## config.mk

```make
export PLATFORM = sky130hd
export DESIGN_NAME = ciSubsystem
export DESIGN_NICKNAME = d
export VERILOG_FILES = /design/src/ciPkg.sv /design/src/customInstrIf.sv /design/src/resetSequencer.sv /design/src/byteSwapUnit.sv /design/src/microDelayUnit.sv /design/src/ciSubsystem.sv
export VERILOG_INCLUDE_DIRS = /design/src
export SDC_FILE = /design/constraint.sdc
export NUM_CORES = 1
export LEC_CHECK = 0
export ABC_AREA = 1
export BUFFER_PORTS_ARGS = -buffer_cell sky130_fd_sc_hd__buf_2
export CORE_MARGIN = 2
export CORE_UTILIZATION = 56
export DETAILED_ROUTE_END_ITERATION = 7
export PLACE_DENSITY = 0.83
export SLEW_MARGIN = 40
export SYNTH_ARGS = -nofsm -noshare
export SYNTH_HDL_FRONTEND = slang
export SYNTH_HIERARCHICAL = 1
export SYNTH_SLANG_ARGS = --single-unit
```

## constraint.sdc

```tcl
create_clock -name s_systemClock -period 1.9 [get_ports s_systemClock]
set_input_delay 0.095 -clock s_systemClock [delete_from_list [all_inputs] [get_ports s_systemClock]]
set_output_delay 0.095 -clock s_systemClock [all_outputs]
set_load 0.05 [all_outputs]
```

## src/ciSubsystem_params.svh

```systemverilog
`ifndef CI_SUBSYSTEM_PARAMS_SVH
`define CI_SUBSYSTEM_PARAMS_SVH

// custom-instruction bus widths.
`define CI_WORD_WIDTH 32
`define CI_ID_WIDTH 8

// instruction numbers claimed by the units.
`define CI_ID_SWAP_BYTE 8'd1
`define CI_ID_MICRO_DELAY 8'd6

// delay unit, 100 ns system clock.
`define DELAY_WIDTH 16
`define CYCLES_PER_MICRO 10

// reset sequencer.
`define RESET_COUNT_WIDTH 5

`endif

```

## src/ciPkg.sv

```systemverilog
`include "ciSubsystem_params.svh"

package ciPkg;

  // operand word, seen whole or byte by byte.
  typedef union packed {
    logic [`CI_WORD_WIDTH-1:0]          word;
    logic [`CI_WORD_WIDTH/8-1:0][7:0]   bytes;
  } ciWord_t;

endpackage

```

## src/customInstrIf.sv

```systemverilog
`timescale 1ns/1ps
`include "ciSubsystem_params.svh"

interface customInstrIf
  import ciPkg::*;
();

  logic [`CI_ID_WIDTH-1:0] ciN;
  ciWord_t                 ciDataA;
  ciWord_t                 ciDataB;
  logic                    ciStart;

  // processor side drives the strobe bus.
  modport processor (
    output ciN,
    output ciDataA,
    output ciDataB,
    output ciStart
  );

  // each unit only listens.
  modport unit (
    input ciN,
    input ciDataA,
    input ciDataB,
    input ciStart
  );

endinterface

```

## src/resetSequencer.sv

```systemverilog
`timescale 1ns/1ps
`include "ciSubsystem_params.svh"

module resetSequencer (
  input  logic s_systemClock,
  input  logic s_pllLocked,
  output logic cpuReset_o
);

  logic [`RESET_COUNT_WIDTH-1:0] s_resetCountReg;
  logic                          s_resetDone;

  // top bit set means the sequence is over.
  assign s_resetDone = s_resetCountReg[`RESET_COUNT_WIDTH-1];

  // counts up after the lock, then holds.
  always_ff @(posedge s_systemClock or negedge s_pllLocked) begin
    if (~s_pllLocked) begin
      s_resetCountReg <= '0;
    end else if (~s_resetDone) begin
      s_resetCountReg <= s_resetCountReg + 1'b1;
    end
  end

  assign cpuReset_o = ~s_resetDone;

endmodule

```

## src/byteSwapUnit.sv

```systemverilog
`timescale 1ns/1ps
`include "ciSubsystem_params.svh"

module byteSwapUnit
  import ciPkg::*;
(
  input  logic         cpuReset_i,
  customInstrIf.unit   ciBus_i,
  output logic         done_o,
  output ciWord_t      result_o
);

  logic    s_select;
  logic    s_halfSwap;
  ciWord_t s_operand;
  ciWord_t s_swapped;

  // claimed only outside the processor reset.
  assign s_select = ciBus_i.ciStart & ~cpuReset_i &
                    (ciBus_i.ciN == `CI_ID_SWAP_BYTE);

  assign s_halfSwap = ciBus_i.ciDataB.word[0];
  assign s_operand  = ciBus_i.ciDataA;

  always_comb begin
    if (s_halfSwap) begin
      // halves exchanged, byte order kept.
      s_swapped.bytes[3] = s_operand.bytes[1];
      s_swapped.bytes[2] = s_operand.bytes[0];
      s_swapped.bytes[1] = s_operand.bytes[3];
      s_swapped.bytes[0] = s_operand.bytes[2];
    end else begin
      // full reverse.
      s_swapped.bytes[3] = s_operand.bytes[0];
      s_swapped.bytes[2] = s_operand.bytes[1];
      s_swapped.bytes[1] = s_operand.bytes[2];
      s_swapped.bytes[0] = s_operand.bytes[3];
    end
  end

  assign done_o        = s_select;
  // result must stay zero so it can be ORed onto the bus.
  assign result_o.word = s_select ? s_swapped.word : '0;

endmodule

```

## src/microDelayUnit.sv

```systemverilog
`timescale 1ns/1ps
`include "ciSubsystem_params.svh"

module microDelayUnit
  import ciPkg::*;
(
  input  logic         s_systemClock,
  input  logic         s_pllLocked,
  input  logic         cpuReset_i,
  customInstrIf.unit   ciBus_i,
  output logic         done_o,
  output ciWord_t      result_o
);

  // wide enough for the largest operand times the cycles per microsecond.
  localparam int countWidth = `DELAY_WIDTH + $clog2(`CYCLES_PER_MICRO);

  logic [`DELAY_WIDTH-1:0] s_delayMicros;
  logic [countWidth-1:0]   s_scaledCount;
  logic [countWidth-1:0]   s_loadValue;
  logic [countWidth-1:0]   s_countReg;
  logic                    s_busyReg;
  logic                    s_doneReg;
  logic                    s_startDelay;
  logic                    s_lastCycle;

  // new delays only accepted while idle.
  assign s_startDelay = ciBus_i.ciStart & ~s_busyReg &
                        (ciBus_i.ciN == `CI_ID_MICRO_DELAY);

  assign s_delayMicros = ciBus_i.ciDataA.word[`DELAY_WIDTH-1:0];
  assign s_scaledCount = countWidth'(s_delayMicros) *
                         countWidth'(`CYCLES_PER_MICRO);

  // zero microseconds still costs one cycle.
  assign s_loadValue = (s_delayMicros == '0) ? countWidth'(1) : s_scaledCount;

  assign s_lastCycle = s_busyReg & (s_countReg == countWidth'(1));

  always_ff @(posedge s_systemClock or negedge s_pllLocked) begin
    if (~s_pllLocked) begin
      s_busyReg <= 1'b0;
    end else if (cpuReset_i) begin
      s_busyReg <= 1'b0;
    end else if (s_startDelay) begin
      s_busyReg <= 1'b1;
    end else if (s_lastCycle) begin
      s_busyReg <= 1'b0;
    end
  end

  // down-counter, loaded on an accepted start.
  always_ff @(posedge s_systemClock or negedge s_pllLocked) begin
    if (~s_pllLocked) begin
      s_countReg <= '0;
    end else if (cpuReset_i) begin
      s_countReg <= '0;
    end else if (s_startDelay) begin
      s_countReg <= s_loadValue;
    end else if (s_busyReg) begin
      s_countReg <= s_countReg - 1'b1;
    end
  end

  // single-cycle done at the end of the delay.
  always_ff @(posedge s_systemClock or negedge s_pllLocked) begin
    if (~s_pllLocked) begin
      s_doneReg <= 1'b0;
    end else if (cpuReset_i) begin
      s_doneReg <= 1'b0;
    end else begin
      s_doneReg <= s_lastCycle;
    end
  end

  assign done_o = s_doneReg;

  // blocking delay returns nothing.
  assign result_o.word = '0;

endmodule

```

## src/ciSubsystem.sv

```systemverilog
`timescale 1ns/1ps
`include "ciSubsystem_params.svh"

module ciSubsystem
  import ciPkg::*;
(
  input  logic                      s_systemClock,
  input  logic                      s_pllLocked,
  input  logic [`CI_ID_WIDTH-1:0]   ciN_i,
  input  logic [`CI_WORD_WIDTH-1:0] ciDataA_i,
  input  logic [`CI_WORD_WIDTH-1:0] ciDataB_i,
  input  logic                      ciStart_i,
  output logic                      ciDone_o,
  output logic [`CI_WORD_WIDTH-1:0] ciResult_o,
  output logic                      cpuReset_o
);

  logic    s_cpuReset;
  logic    s_swapByteDone;
  logic    s_delayDone;
  ciWord_t s_swapByteResult;
  ciWord_t s_delayResult;

  // strobe bus shared by all units.
  customInstrIf ciBus ();

  // processor side of the bus comes straight from the ports.
  assign ciBus.ciN          = ciN_i;
  assign ciBus.ciDataA.word = ciDataA_i;
  assign ciBus.ciDataB.word = ciDataB_i;
  assign ciBus.ciStart      = ciStart_i;

  resetSequencer resetSeq (
    .s_systemClock (s_systemClock),
    .s_pllLocked   (s_pllLocked),
    .cpuReset_o    (s_cpuReset)
  );

  assign cpuReset_o = s_cpuReset;

  // instruction 1.
  byteSwapUnit swapByte (
    .cpuReset_i (s_cpuReset),
    .ciBus_i    (ciBus.unit),
    .done_o     (s_swapByteDone),
    .result_o   (s_swapByteResult)
  );

  // instruction 6.
  microDelayUnit delayMicro (
    .s_systemClock (s_systemClock),
    .s_pllLocked   (s_pllLocked),
    .cpuReset_i    (s_cpuReset),
    .ciBus_i       (ciBus.unit),
    .done_o        (s_delayDone),
    .result_o      (s_delayResult)
  );

  // idle units drive zero, so a plain OR merges them.
  assign ciDone_o   = s_swapByteDone | s_delayDone;
  assign ciResult_o = s_swapByteResult.word | s_delayResult.word;

endmodule

```

==> metrics.txt <==
Cell Int Power 1711 µW; Max Freq 553.2 MHz; CTS tree built; ys flop type dfrtp_1; share of cells above drive strength 1 17.22%; WL/cell 10.49 µm; core area 7807 µm²; WS Path Type reg2out; static leakage 0.002998 µW; largest family of logic cells by synthesized area simple AND/OR/NAND/NOR gates; clk_skew 0.007197 ns; Post-synth EDFFs 0; FF-to-FF End delayMicro/s_countReg[12]; Fin. Hold Viols 0; cell area after synthesis 4576 µm²; Avg Synthesized Cell Area 5.628 µm²; H-tree levels 1; mux share of post-synthesis cell area 0%; CTS Buffer Depth 2; top-level I/O count 109; Overflow after GRT 0; drc violations 0; Switch Pwr 1868 µW; fin crit share 95.14%; Yosys warnings 6; crit path max-delay cell type dfrtp_1; Worst Max-Slew Pin Slew 0.6232 ns; Multi-input gate area 2972 µm²; clock slew at reported path FFs 0.10 ns; Comb pwr share 64.5%; Final nets 1008; Initial DRC Count 190; PortBufs 77; Max VDD drop 590.4 µV; status finished clean; clk sinks 27; vias per cell 4.622; CP Max Fanout 33; reg2reg path depth 11; # setup viols final 0; Rel. slew slack 58.45%; worst path required time 1.80 ns; Horiz. Die Dim 94.39 µm; Clock Power Share 9.5%; total number of vias 4631; post-detailed-route count of antenna-violating nets 0; Routed WL 10520 µm; GRT Overall Usage 23.73%; CP Data Arrival Time 1.71 ns; most frequent CP cell nand2_1; worst path cell trace inv_2, nor2_1, nand2_1, buf_12, nor3_2, inv_1, nand2_1, buf_2; Synth Area in Simple Gates 47.55%; Initial Utilization 58.61%; Die Footprint 8909 µm²; worst skew pair latency 0.28 ns; min Tclk post-route 1.808 ns; Die H 94.39 µm; sequential cell area 675.6 µm²; fin cells 1002; vias in the first global route 4066; Synth Area in Adders 8.914%; Synth Area in XOR/XNOR 1.340%; First-pass DRT Iterations 4; R2R Setup Slk 0.15 ns; Worst Hold Class in2reg; GPL Wtd Cong 0.9388; sequential share of the synthesized area 14.77%; first-pass GRT wire length 17280 µm; Mapped Cells 813; part of the power in registers 26.0%; Filler Cell Count 780; total CTS buffers 3; Crit. End Element output port; Syn-to-layout area delta 12.25%; largest net degree at the start of global routing 34; Async S/R FF share, synth 100.0%; Clk Tree Root Cell clkbuf_8; antenna cells 0; Yosys cell types 39; Inst Count DP 996; final worst setup slack 0.09233 ns; Max Transition Viols Final 0; Worst Hold Launch ciDataA_i[0]; cell row count 32; Fin Setup TNS 0 ns; CP max stage delay 0.38 ns; post-DP HPWL 8534 µm; Worst Hold Path EP delayMicro/s_countReg[3]; Switching Fraction 52.20%; minimum hold slack 0.2311 ns; initial antenna violation count 0; compound-gate portion of the synthesized area 4.457%; #FFs+latches synth 27; pre-CTS WS -0.08680 ns; Hold Crit Depth 4; MaxCap Viol Count 0; critical path startpoint category register; pwr dens 696.8 nW/µm²; r2r startpoint delayMicro/s_countReg[0]; final core occ 65.79%
==> critical path, delay by kind of cell, from the launching register on <==
family | cells | cell delay (ns)
AND/OR/NAND/NOR | 4 | 0.44
buffers and inverters | 4 | 0.61
flip-flops | 1 | 0.38
==> final cells by class <==
type | count | share of cell area (%)
clock buffer | 3 | 0.8039
inverter | 182 | 13.35
sequential | 27 | 13.15
timing repair buffer | 101 | 12.25
clock inverter | 1 | 0.09744
tap | 102 | 2.485
multi-input combinational | 586 | 57.86
==> worst max-delay path by stage <==
stage	startpoint	endpoint	slack [ns]
floorplan	ciDataA_i[1]	delayMicro/s_countReg[12]	0.23
global placement	ciDataA_i[3]	delayMicro/s_countReg[12]	0.001
detailed placement	ciDataA_i[3]	delayMicro/s_countReg[12]	-0.09
CTS	resetSeq/s_resetCountReg[4]	ciResult_o[12]	0.009
global route	resetSeq/s_resetCountReg[4]	ciResult_o[10]	-0.04
finish	resetSeq/s_resetCountReg[4]	ciResult_o[2]	0.09
==> what timing repair did <==
| item | 4_1_cts | 5_1_grt |
|---|---|---|
| setup buffers | 0 | 1 |
| setup endpoints to repair | 1 | 34 |
| hold buffers | 1 | 0 |
| gates cloned | 0 | 0 |
| pin swaps | 0 | 0 |
| endpoints found under the hold margin | 27 | 0 |
| resized for setup | 1 | 23 |
==> layer usage <==
layer,GRT usage [%],vias to the layer above,wire length (µm)
li1,-,2545,-
met1,31.07,1978,4989
met2,42.08,91,4882
met3,2.155,17,474
met4,6.039,0,169
met5,0,-,0
==> layout by cell type, fill, tap and decap left out, drive strengths merged <==
cell         Yosys  layout
conb             1      32
nor2            72      72
buf             48      87
nand3           48      48
nand3b           3       3
fa               1       1
dlygate4sd3      0       1
nand4            7       7
and2             2       2
xor2             6       6
clkbuf           1      16
o22ai            8       8
nor3            36      36
nand2          306     306
o21ai           11      11
dfrtp           27      27
xnor2            1       1
nor4             1       1
a21oi           13      13
o21bai           2       2
nor3b            1       1
ha              31      31
o211ai           2       2
inv            181     181
or2              3       3
clkinv           1       2
==> stage by stage <==
step                      power (µW)  area [µm²]
after detailed placement        3191        5021
after global routing            3950        5136
after global placement          3147        5021
after CTS                       3552        5080
final                           3579        5136
after floorplan                 2720        4692
==> state kept, by name, summed over array words and instances (netlist names) <==
name / flops
delayMicro/done_o: 1
delayMicro/s_busyReg: 1
delayMicro/s_countReg: 20
resetSeq/s_resetCountReg: 5
==> power groups by stage <==
stage | Clock [µW] | Sequential [µW] | Combinational (µW)
final | 341 | 929 | 2310
after global routing | 371 | 953 | 2630
after global placement | 0 | 926 | 2220
after floorplan | 0 | 881 | 1840
after CTS | 353 | 922 | 2280
after detailed placement | 0 | 927 | 2260
==> cell usage after synthesis (all sizes together), types with 2 or more instances <==
master / n / share of area (%)
ha: 31 / 8.5
and2: 2 / 0.27
a21oi: 13 / 1.5
o21bai: 2 / 0.33
o22ai: 8 / 1.1
dfrtp: 27 / 15
o21ai: 11 / 1.2
buf: 48 / 7.8
xor2: 6 / 1.1
nand4: 7 / 0.96
o211ai: 2 / 0.33
nand3b: 3 / 0.49
nor2: 72 / 6.8
nand2: 306 / 25
nand3: 48 / 5.7
nor3: 36 / 7.2
inv: 181 / 15
or2: 3 / 0.41
==> cells by family (layout without fill, tap and decap cells) <==
| kind of cell | after synthesis | count (layout) |
|---|---|---|
| simple gates | 479 | 479 |
| flops | 27 | 27 |
| other cells | 1 | 32 |
| xor+xnor | 7 | 7 |
| fa+ha+maj | 32 | 32 |
| compound gates | 36 | 36 |
| buf+inv | 231 | 287 |
Note: power is estimated with default switching activity, not from simulation.
